## config.mk

```make
export PLATFORM = sky130hd
export DESIGN_NAME = rs_dispatch
export DESIGN_NICKNAME = d
export VERILOG_FILES = /design/src/rs_pkg.sv /design/src/rs_dispatch.sv
export SDC_FILE = /design/constraint.sdc
export NUM_CORES = 1
export LEC_CHECK = 0
export ABC_AREA = 1
export BUFFER_PORTS_ARGS = -buffer_cell sky130_fd_sc_hd__buf_2
export CAP_MARGIN = 20
export CELL_PAD_IN_SITES_DETAIL_PLACEMENT = 0
export CELL_PAD_IN_SITES_GLOBAL_PLACEMENT = 1
export CORE_MARGIN = 2
export CORE_UTILIZATION = 22
export DETAILED_ROUTE_END_ITERATION = 7
export GPL_ROUTABILITY_DRIVEN = 0
export GPL_TIMING_DRIVEN = 0
export PLACE_DENSITY = 0.89
export SYNTH_ARGS = -nofsm -noshare
export SYNTH_HDL_FRONTEND = slang
export SYNTH_SLANG_ARGS = --single-unit
```

## constraint.sdc

```tcl
create_clock -name vclk -period 2.95
set_clock_uncertainty 0.2 [all_clocks]
set_input_delay 0.59 -clock vclk [all_inputs]
set_output_delay 0.59 -clock vclk [all_outputs]
set_load 0.005 [all_outputs]
```

## src/rs_pkg.sv

```systemverilog
package rs_pkg;

    localparam int rs_depth = 16;
    localparam int slot_w   = 4;
    localparam int tag_w    = 8;
    localparam int xlen     = 32;
    localparam int num_cdb  = 2;

    typedef enum logic [3:0] {
        alu_add    = 4'd0,
        alu_sub    = 4'd1,
        alu_and    = 4'd2,
        alu_or     = 4'd3,
        alu_xor    = 4'd4,
        alu_sll    = 4'd5,
        alu_srl    = 4'd6,
        alu_sra    = 4'd7,
        alu_slt    = 4'd8,
        alu_sltu   = 4'd9,
        alu_pass_b = 4'd10
    } alu_op_e;

    // one result broadcast
    typedef struct packed {
        logic             valid;
        logic [tag_w-1:0] tag;
        logic [xlen-1:0]  data;
    } cdb_t;

    typedef cdb_t [num_cdb-1:0] cdb_bus_t; // 0 alu, 1 load

    typedef struct packed {
        logic [tag_w-1:0] tag;
        logic [xlen-1:0]  data;
        logic             valid;
    } rs_src_t;

    typedef struct packed {
        logic [xlen-1:0]  pc;
        logic [tag_w-1:0] rd;
        alu_op_e          alu_op;
        logic [2:0]       funct3;
        logic [xlen-1:0]  imm;
        logic             src1_is_pc;
        logic             src2_is_imm;
    } rs_ctrl_t;

    typedef struct packed {
        rs_ctrl_t        ctrl;
        logic [xlen-1:0] op1;
        logic [xlen-1:0] op2;
    } rs_issue_t;

    function automatic logic [slot_w-1:0] lowest_set(input logic [rs_depth-1:0] vec);
        logic [slot_w-1:0] idx;
        idx = '0;
        for (int i = rs_depth - 1; i >= 0; i--) begin // walk down, last hit wins
            if (vec[i]) idx = slot_w'(i);
        end
        return idx;
    endfunction

    // picks up a matching broadcast for an operand still waiting on its tag
    function automatic rs_src_t cdb_capture(input rs_src_t src, input cdb_bus_t bus);
        rs_src_t res;
        res = src;
        if (!src.valid) begin
            for (int k = num_cdb - 1; k >= 0; k--) begin // alu bus checked last, wins
                if (bus[k].valid && bus[k].tag == src.tag) begin
                    res.valid = 1'b1;
                    res.data  = bus[k].data;
                end
            end
        end
        return res;
    endfunction

endpackage
```

## src/rs_dispatch.sv

```systemverilog
`timescale 1ns/1ps

module rs_dispatch (
    input  logic                        dispatch_valid,
    input  rs_pkg::rs_src_t             dispatch_src1,
    input  rs_pkg::rs_src_t             dispatch_src2,
    input  rs_pkg::cdb_bus_t            cdb,
    input  logic [rs_pkg::rs_depth-1:0] busy,
    output logic                        alloc_en,
    output logic [rs_pkg::slot_w-1:0]   alloc_slot,
    output rs_pkg::rs_src_t             cap_src1,
    output rs_pkg::rs_src_t             cap_src2,
    output logic                        rs_full
);
    import rs_pkg::*;

    logic [rs_depth-1:0] free_vec;

    assign free_vec = ~busy;

    // full only when every slot holds an instruction
    assign rs_full = &busy;

    // lowest free slot, don't care while full
    assign alloc_slot = lowest_set(free_vec);

    // dispatch while full is dropped
    assign alloc_en = dispatch_valid && !rs_full;

    // a result on the bus this cycle would otherwise be missed
    assign cap_src1 = cdb_capture(dispatch_src1, cdb);
    assign cap_src2 = cdb_capture(dispatch_src2, cdb);

endmodule

```

==> impl_metrics.env, run 1 <==
export IMPL_status="finished clean"
export IMPL_critical_path_max_fanout=6
export IMPL_ys_types=29
export IMPL_core_sq_mm=0.0133
export IMPL_finalWirelength_um=16900
export IMPL_fin_nets=1122
export IMPL_drt_iter0_markers=282
export IMPL_detail_route_antenna_nets=0
export IMPL_wire_per_inst_um=15.2
export IMPL_rsz0062_at_grt="yes"
export IMPL_finalHoldViolCount=0
export IMPL_fin_cells=1115
export IMPL_antennaDiodeCount=0
export IMPL_n_fill_cell=1547
export IMPL_min_delay_worst_endpoint="cap_src2[37]"
export IMPL_grt_antenna_before_repair=1
export IMPL_powerDensity_mw_per_mm2=117
export IMPL_drive_above_1_share=0.405
export IMPL_yosysSeqAreaShare=0
export IMPL_fin_util=0.399
export IMPL_min_from="dispatch_src2[37]"
export IMPL_die_width_um=121
export IMPL_holdWs_ns=1.24
export IMPL_grt_pass1_wl_um=24700
export IMPL_cp_slowest_stage_delay_ns=0.32
export IMPL_design_area_sq_mm=0.00531
export IMPL_p_total_mw=0.621
export IMPL_post_synth_top_area_cell="nand2_1"
export IMPL_setup_tns_ns=0
export IMPL_hold_class="input pin to output port"
export IMPL_cp_required_ns=2.16
export IMPL_regArea_sq_um=0
export IMPL_crit_family="simple AND/OR/NAND/NOR gates"
export IMPL_vias=5320
export IMPL_max_freq_ghz=0.346
export IMPL_cp_slowest_cell="nor4_1"
export IMPL_grt_usage=0.208
export IMPL_post_place_ws_ns=-0.433
export IMPL_worstSetupPathType="input pin to output port"
export IMPL_setup_viol=0
export IMPL_netlist_area_sq_mm=0.00300
export IMPL_fin_ws_ns=0.0588
export IMPL_worstMarginPinSlew_ns=0.608
export IMPL_ys_warnings_count=0
export IMPL_io_buffers=267
export IMPL_start_util=0.225
export IMPL_synth_top_area_frac=0.373
export IMPL_place_inst=1095
export IMPL_whs_path_depth=3
export IMPL_clkbuf_count=0
export IMPL_synth_area_top_cells="nand2_1 37%, nand3_1 16%, o211ai_1 8.3%, inv_1 7.6%, a21oi_1 6.2%"
export IMPL_design_seq_count=0
export IMPL_place_hpwl_um=13100
export IMPL_avgSynthCellArea_sq_um=4.59
export IMPL_cts_hold_buf=0
export IMPL_std_cell_rows=42
export IMPL_synth_fp_nets=833
export IMPL_grt_max_degree=11
export IMPL_max_cap_viol_count=0
export IMPL_worstPathCellList="buf_2, xor2_1, nor4_1, nand3_2, buf_8, buf_8, o211ai_1, nand2_1, buf_2"
export IMPL_postPlaceCellArea_sq_mm=0.00455
export IMPL_boundaryPins=269
export IMPL_grt_pass1_vias=4896
export IMPL_vdd_drop_max_uv=44.5
export IMPL_die_area_sq_mm=0.0146
export IMPL_first_pass_iters=5
export IMPL_crit_arrival_ns=2.10
export IMPL_critPathCaptureType="output port"
export IMPL_die_h_um=121
export IMPL_fin_crit_ns=2.89
export IMPL_overflow=0
export IMPL_drc=0
export IMPL_slew_headroom=0.595
export IMPL_synth_cells=652
export IMPL_viasPerCell=4.77
export IMPL_critPathBufInv=4
export IMPL_fin_crit_sh=0.980
export IMPL_leakage_nw=3.24
export IMPL_cp_start_kind="input pin"
export IMPL_slew_violations=0
export IMPL_area_delta_synth_final_pct=77.3
## report_power, final
| part | switching (mW) | internal, mW |
|---|---|---|
| Sequential | 0 | 0 |
| Combinational | 0.333 | 0.288 |
| Clock | 0 | 0 |
## layout make-up
| type | count | area [sq um] | share of cell area |
|---|---|---|---|
| tap | 176 | 220 | 0.0415 |
| timing repair buffer | 287 | 1710 | 0.322 |
| multi-input combinational | 534 | 2660 | 0.500 |
| buffer | 56 | 483 | 0.0910 |
| inverter | 62 | 240 | 0.0452 |
## routing by layer
layer  vias to the layer above  share of wire  GRT usage
li1                       2680              -          -
met1                      2374           0.41      0.258
met2                       247           0.50      0.393
met3                        17          0.074     0.0259
met4                         2          0.012     0.0211
met5                         -        0.00059          0
## how the worst max path moves through the flow
stage	slack, ns	cells after the start	end	start
finish	0.06	9	cap_src2[3]	cdb[38]
detailed placement	-0.43	9	cap_src2[3]	cdb[37]
floorplan	0.44	10	cap_src1[10]	dispatch_src1[34]
global placement	-0.43	9	cap_src2[3]	cdb[37]
global route	-0.04	13	cap_src2[21]	dispatch_src2[37]
CTS	-0.02	10	cap_src2[3]	cdb[37]
## worst min-delay path: stages
cell,delay [ns]
buf_6,0.07
buf_4,0.09
buf_2,0.10
## layout by cell type, fill, tap and decap left out, types with 4 or more instances in the layout
cell type	netlist	final
nand2_1	298	289
nand3_1	98	87
clkbuf_16	0	9
buf_6	3	16
a21oi_1	37	35
buf_4	16	31
nand4_1	6	6
nor2_1	17	13
clkbuf_2	0	4
inv_1	61	52
xor2_1	7	5
inv_2	1	7
nor2_2	1	4
o21ai_0	9	7
clkbuf_1	31	14
buf_8	0	13
nand3_2	0	11
nand2_4	0	4
nand2_2	1	6
o211ai_1	33	33
buf_2	7	254
o21ai_1	3	4
nor3_1	4	4
## Yosys cell counts (all sizes together)
master     n
nand2    299
nand3     98
inv       62
a21oi     37
o211ai    33
clkbuf    31
buf       26
nor2      18
o21ai     12
xor2       7
nand4      6
nor3       4
nor4       4
o22ai      4
or2        3
xnor2      2
a21boi     1
a31oi      1
and3       1
nand3b     1
o2111ai    1
o31ai      1
## cell families (layout without fill, tap and decap cells)
kind of cell,after synthesis,count (layout),share of synthesized area
compound gates,90,90,0.183
xor+xnor,9,9,0.0263
buf+inv,119,405,0.180
simple gates,434,435,0.611
## timing repair
item	CTS	global route
setup buffers	11	1
resized for setup	45	123
pin swaps	6	37
endpoints found under the setup margin	66	63
cloned	1	8
No activity file was read; power rests on OpenSTA's default activity.
==> run 2, diff against run 1 <==
--- a/config.mk
+++ b/config.mk
@@ -6,6 +6,7 @@
 export NUM_CORES = 1
 export LEC_CHECK = 0
 export ABC_AREA = 1
+export ABC_CLOCK_PERIOD_IN_PS = 2950
 export BUFFER_PORTS_ARGS = -buffer_cell sky130_fd_sc_hd__buf_2
 export CAP_MARGIN = 20
 export CELL_PAD_IN_SITES_DETAIL_PLACEMENT = 0
@@ -15,7 +16,8 @@
 export DETAILED_ROUTE_END_ITERATION = 7
 export GPL_ROUTABILITY_DRIVEN = 0
 export GPL_TIMING_DRIVEN = 0
-export PLACE_DENSITY = 0.89
+export PLACE_DENSITY_LB_ADDON = 0.1
 export SYNTH_ARGS = -nofsm -noshare
 export SYNTH_HDL_FRONTEND = slang
 export SYNTH_SLANG_ARGS = --single-unit
+export TNS_END_PERCENT = 50
==> run 2 against run 1 <==
Effect of this change:
- count of clock-buffer cells in the layout unchanged
- design area shrank 2.5%
- die area is the same
- worst setup slack gained 0.0048 ns
- via count is 1.2% lower
- non-clock buffer count is 3 lower
- first-iteration DRC count rose by 13%
- core utilization fell by 0.99 points
- sequential share of layout area did not move
- largest cell class unchanged
- sequential cell count unchanged
==> impl_metrics.env, run 2 (synthesis results as in run 1) <==
export IMPL_status="finished clean"
export IMPL_wire_per_inst_um=15.3
export IMPL_hold_class="input pin to output port"
export IMPL_grt_usage=0.211
export IMPL_power_frac_seq=0
export IMPL_finalHoldViolCount=0
export IMPL_fin_crit_ns=2.89
export IMPL_cp_start_kind="input pin"
export IMPL_viasPerCell=4.73
export IMPL_cp_required_ns=2.16
export IMPL_boundaryPins=269
export IMPL_start_util=0.225
export IMPL_clkbuf_count=0
export IMPL_leakage_nw=3.18
export IMPL_crit_arrival_ns=2.10
export IMPL_cp_slowest_cell="nor2_4"
export IMPL_cts_hold_buf=0
export IMPL_crit_family="simple AND/OR/NAND/NOR gates"
export IMPL_grt_antenna_before_repair=0
export IMPL_grt_pass1_wl_um=25100
export IMPL_grt_max_degree=13
export IMPL_critical_path_max_fanout=5
export IMPL_drt_iter0_markers=320
export IMPL_die_h_um=121
export IMPL_drive_above_1_share=0.395
export IMPL_max_freq_ghz=0.346
export IMPL_slew_headroom=0.608
export IMPL_regArea_sq_um=0
export IMPL_detail_route_antenna_nets=0
export IMPL_critPathCaptureType="output port"
export IMPL_vdd_drop_max_uv=38.2
export IMPL_final_cell_mix="286 x nand2_1, 262 x buf_2, 88 x nand3_1"
export IMPL_die_area_sq_mm=0.0146
export IMPL_postPlaceCellArea_sq_mm=0.00455
export IMPL_antennaDiodeCount=0
export IMPL_worstPathCellList="buf_6, nand2_2, o21ai_1, a21oi_1, nand3_1, nor2_4, buf_6, buf_8, nand2_2, nand3_2, o211ai_1, nand2_1, buf_2"
export IMPL_std_cell_rows=42
export IMPL_die_width_um=121
export IMPL_slew_violations=0
export IMPL_design_area_sq_mm=0.00518
export IMPL_min_delay_worst_endpoint="cap_src2[37]"
export IMPL_rsz0062_at_grt="yes"
export IMPL_finalWirelength_um=16900
export IMPL_worstMarginPinSlew_ns=0.588
export IMPL_layout_cells_most_common="nand2_1"
export IMPL_place_hpwl_um=13000
export IMPL_min_from="dispatch_src2[37]"
export IMPL_fin_nets=1118
export IMPL_fin_crit_sh=0.978
export IMPL_io_buffers=267
export IMPL_setup_viol=0
export IMPL_overflow=0
export IMPL_n_fill_cell=1528
export IMPL_max_cap_viol_count=0
export IMPL_critPathBufInv=4
export IMPL_fin_util=0.390
export IMPL_intPower_mw=0.279
export IMPL_setup_tns_ns=0
export IMPL_cp_slowest_stage_delay_ns=0.23
export IMPL_whs_path_depth=3
export IMPL_area_delta_synth_final_pct=72.9
export IMPL_clkPwrFrac=0
export IMPL_powerDensity_mw_per_mm2=117
export IMPL_design_seq_count=0
export IMPL_worstSetupPathType="input pin to output port"
export IMPL_first_pass_iters=5
export IMPL_drc=0
export IMPL_swShare=0.538
export IMPL_net_switching_power_mw=0.325
export IMPL_vias=5255
export IMPL_grt_pass1_vias=5035
export IMPL_core_sq_mm=0.0133
export IMPL_pwr_share_comb=1.000
[run 2: changes by cell type in the layout (fill, tap and decap cells not counted), sizes merged]
cell / before / now
clkbuf: 29 / 26
nand2: 300 / 299
[run 2: worst max path at each step]
stage / from / to / slack (ns) / cells past startpoint
floorplan: dispatch_src1[34] / cap_src1[10] / 0.44 / 10
global placement: cdb[37] / cap_src2[21] / -0.33 / 9
detailed placement: cdb[37] / cap_src2[21] / -0.35 / 9
CTS: cdb[79] / cap_src1[14] / -0.04 / 12
global route: dispatch_src2[38] / cap_src2[7] / -0.03 / 14
finish: cdb[78] / cap_src2[21] / 0.06 / 13
[run 2: metrics by stage]
step / hold WS (ns) / total power [mW] / setup slack, ns / cells
finish: 1.24 / 0.604 / 0.0637 / 1111
detailed placement: 1.25 / 0.571 / -0.352 / 1095
floorplan: 1.04 / 0.264 / 0.437 / 652
global placement: 1.25 / 0.566 / -0.330 / 1095
CTS: 1.25 / 0.585 / -0.0384 / 1103
global route: 1.25 / 0.676 / -0.0292 / 1111
[run 2: timing repair]
action                                  4_1_cts  5_1_grt
pin swaps                                     6       35
buffers inserted                              8        2
resized for setup                            53       85
endpoints found under the setup margin       65       64
endpoints found under the hold margin         0        0
cloned                                        1        7
[run 2: routing by layer]
layer,part of all wire,track usage
met5,0,0
met4,0.0096,0.0320
met3,0.086,0.0368
met2,0.50,0.405
met1,0.40,0.247
[run 2: layout make-up]
type / instances / area, sq um / share of cell area
repair buffers: 285 / 1660 / 0.321
plain buffers: 55 / 457 / 0.0882
inverters: 62 / 240 / 0.0464
well taps: 176 / 220 / 0.0425
multi-input cells: 533 / 2600 / 0.502
[run 2: power by group through the flow]
stage                     clock network [mW]  logic, mW  registers [mW]
final                                      0      0.604               0
after global routing                       0      0.676               0
after CTS                                  0      0.585               0
after detailed placement                   0      0.571               0
after global placement                     0      0.566               0
after floorplan                            0      0.264               0
[run 2: worst min-delay path: stages]
cell and delay (ns):
buf_6 0.08, buf_4 0.09, buf_2 0.09
==> run 3, diff against run 2 <==
--- a/config.mk
+++ b/config.mk
@@ -17,6 +17,7 @@
 export GPL_ROUTABILITY_DRIVEN = 0
 export GPL_TIMING_DRIVEN = 0
 export PLACE_DENSITY_LB_ADDON = 0.1
+export SETUP_SLACK_MARGIN = 0.3
 export SYNTH_ARGS = -nofsm -noshare
 export SYNTH_HDL_FRONTEND = slang
 export SYNTH_SLANG_ARGS = --single-unit
==> run 3 against run 2 <==
Effect of this change:
- global-route usage increased by 0.47 points
- count of clock-buffer cells in the layout unchanged
- power is 17% higher
- final cell count increased by 0.99%
- sequential cell count unchanged
- critical path type unchanged
- critical endpoint unchanged
==> impl_metrics.env, run 3 (synthesis results as in run 1) <==
export IMPL_min_from="dispatch_src2[40]"
export IMPL_worstMarginPinSlew_ns=0.621
export IMPL_design_seq_count=0
export IMPL_crit_arrival_ns=2.13
export IMPL_clkPwrFrac=0
export IMPL_cp_slowest_stage_delay_ns=0.23
export IMPL_overflow=0
export IMPL_worstSetupPathType="input pin to output port"
export IMPL_grt_max_degree=11
export IMPL_io_buffers=267
export IMPL_grt_pass1_vias=5088
export IMPL_area_delta_synth_final_pct=109
export IMPL_crit_family="simple AND/OR/NAND/NOR gates"
export IMPL_cts_hold_buf=0
export IMPL_max_cap_viol_count=0
export IMPL_finalWirelength_um=18100
export IMPL_net_switching_power_mw=0.376
export IMPL_fin_util=0.470
export IMPL_hold_class="input pin to output port"
export IMPL_max_freq_ghz=0.342
export IMPL_drc=0
export IMPL_detail_route_antenna_nets=0
export IMPL_slew_headroom=0.586
export IMPL_fin_crit_ns=2.92
export IMPL_boundaryPins=269
export IMPL_core_sq_mm=0.0133
export IMPL_grt_usage=0.216
export IMPL_design_area_sq_mm=0.00625
export IMPL_slew_violations=0
export IMPL_place_inst=1095
export IMPL_worstPathCellList="buf_8, inv_6, nand2_2, o21ai_1, a21oi_1, nand3_1, nor2_4, buf_6, clkbuf_16, nand2_4, nand3_2, o211ai_1, nand2_1, buf_2"
export IMPL_antennaDiodeCount=0
export IMPL_cp_start_kind="input pin"
export IMPL_post_place_ws_ns=-0.352
export IMPL_clkbuf_count=0
export IMPL_power_frac_seq=0
export IMPL_drt_iter0_markers=254
export IMPL_finalHoldViolCount=0
export IMPL_fin_crit_sh=0.990
export IMPL_final_cell_mix="250 x buf_2, 232 x nand2_1, 71 x nand3_2"
export IMPL_pwr_share_comb=1.000
export IMPL_cp_required_ns=2.16
export IMPL_drive_above_1_share=0.555
export IMPL_n_fill_cell=1434
export IMPL_grt_antenna_before_repair=0
export IMPL_leakage_nw=3.61
export IMPL_postPlaceCellArea_sq_mm=0.00455
export IMPL_die_area_sq_mm=0.0146
export IMPL_fin_cells=1122
export IMPL_layout_cells_most_common="buf_2"
export IMPL_status="finished clean"
export IMPL_critPathCaptureType="output port"
export IMPL_die_h_um=121
export IMPL_regArea_sq_um=0
export IMPL_fin_ws_ns=0.0303
export IMPL_start_util=0.225
export IMPL_vdd_drop_max_uv=43.5
export IMPL_setup_tns_ns=0
export IMPL_vias=5421
export IMPL_setup_viol=0
export IMPL_grt_pass1_wl_um=25600
export IMPL_intPower_mw=0.330
export IMPL_place_hpwl_um=13000
export IMPL_p_total_mw=0.706
export IMPL_die_width_um=121
export IMPL_cp_slowest_cell="nor2_4"
export IMPL_crit_start="dispatch_src2[38]"
export IMPL_critPathBufInv=5
export IMPL_wire_per_inst_um=16.1
export IMPL_std_cell_rows=42
export IMPL_viasPerCell=4.83
export IMPL_first_pass_iters=4
export IMPL_swShare=0.532
export IMPL_fin_nets=1129
export IMPL_critical_path_max_fanout=5
export IMPL_rsz0062_at_grt="yes"
export IMPL_powerDensity_mw_per_mm2=113
export IMPL_holdWs_ns=1.24
[run 3: metal layers]
metal  wire length, um  track usage
met1              7360        0.257
met4               202       0.0298
met3              1270       0.0373
met5                 0            0
met2              9230        0.409
[run 3: tightest hold or removal path, delay by kind of cell]
family / cells / cell delay [ns]
buf+inv: 3 / 0.26
[run 3: area by class of cell]
cell class / count / area [sq um] / share of cell area
plain buffers: 57 / 542 / 0.0867
multi-input cells: 533 / 3310 / 0.531
inverters: 62 / 265 / 0.0425
repair buffers: 294 / 1910 / 0.305
well taps: 176 / 220 / 0.0352
[run 3: what timing repair did]
item                                   in CTS  in global routing
pin swaps                                  11                138
setup endpoints to repair                  66                 67
resized for setup                         108                268
endpoints found under the hold margin       0                  0
setup buffers                              12                  3
gates cloned                                5                  7
[run 3: power groups by stage]
stage | logic (mW) | registers, mW | clock network [mW]
after floorplan | 0.264 | 0 | 0
after global placement | 0.566 | 0 | 0
after detailed placement | 0.571 | 0 | 0
after CTS | 0.603 | 0 | 0
after global routing | 0.775 | 0 | 0
final | 0.706 | 0 | 0
[run 3: worst paths after layout]
check | end | slack [ns] | cells past startpoint
min | cap_src2[40] | 1.24 | 3
max | cap_src2[21] | 0.03 | 14
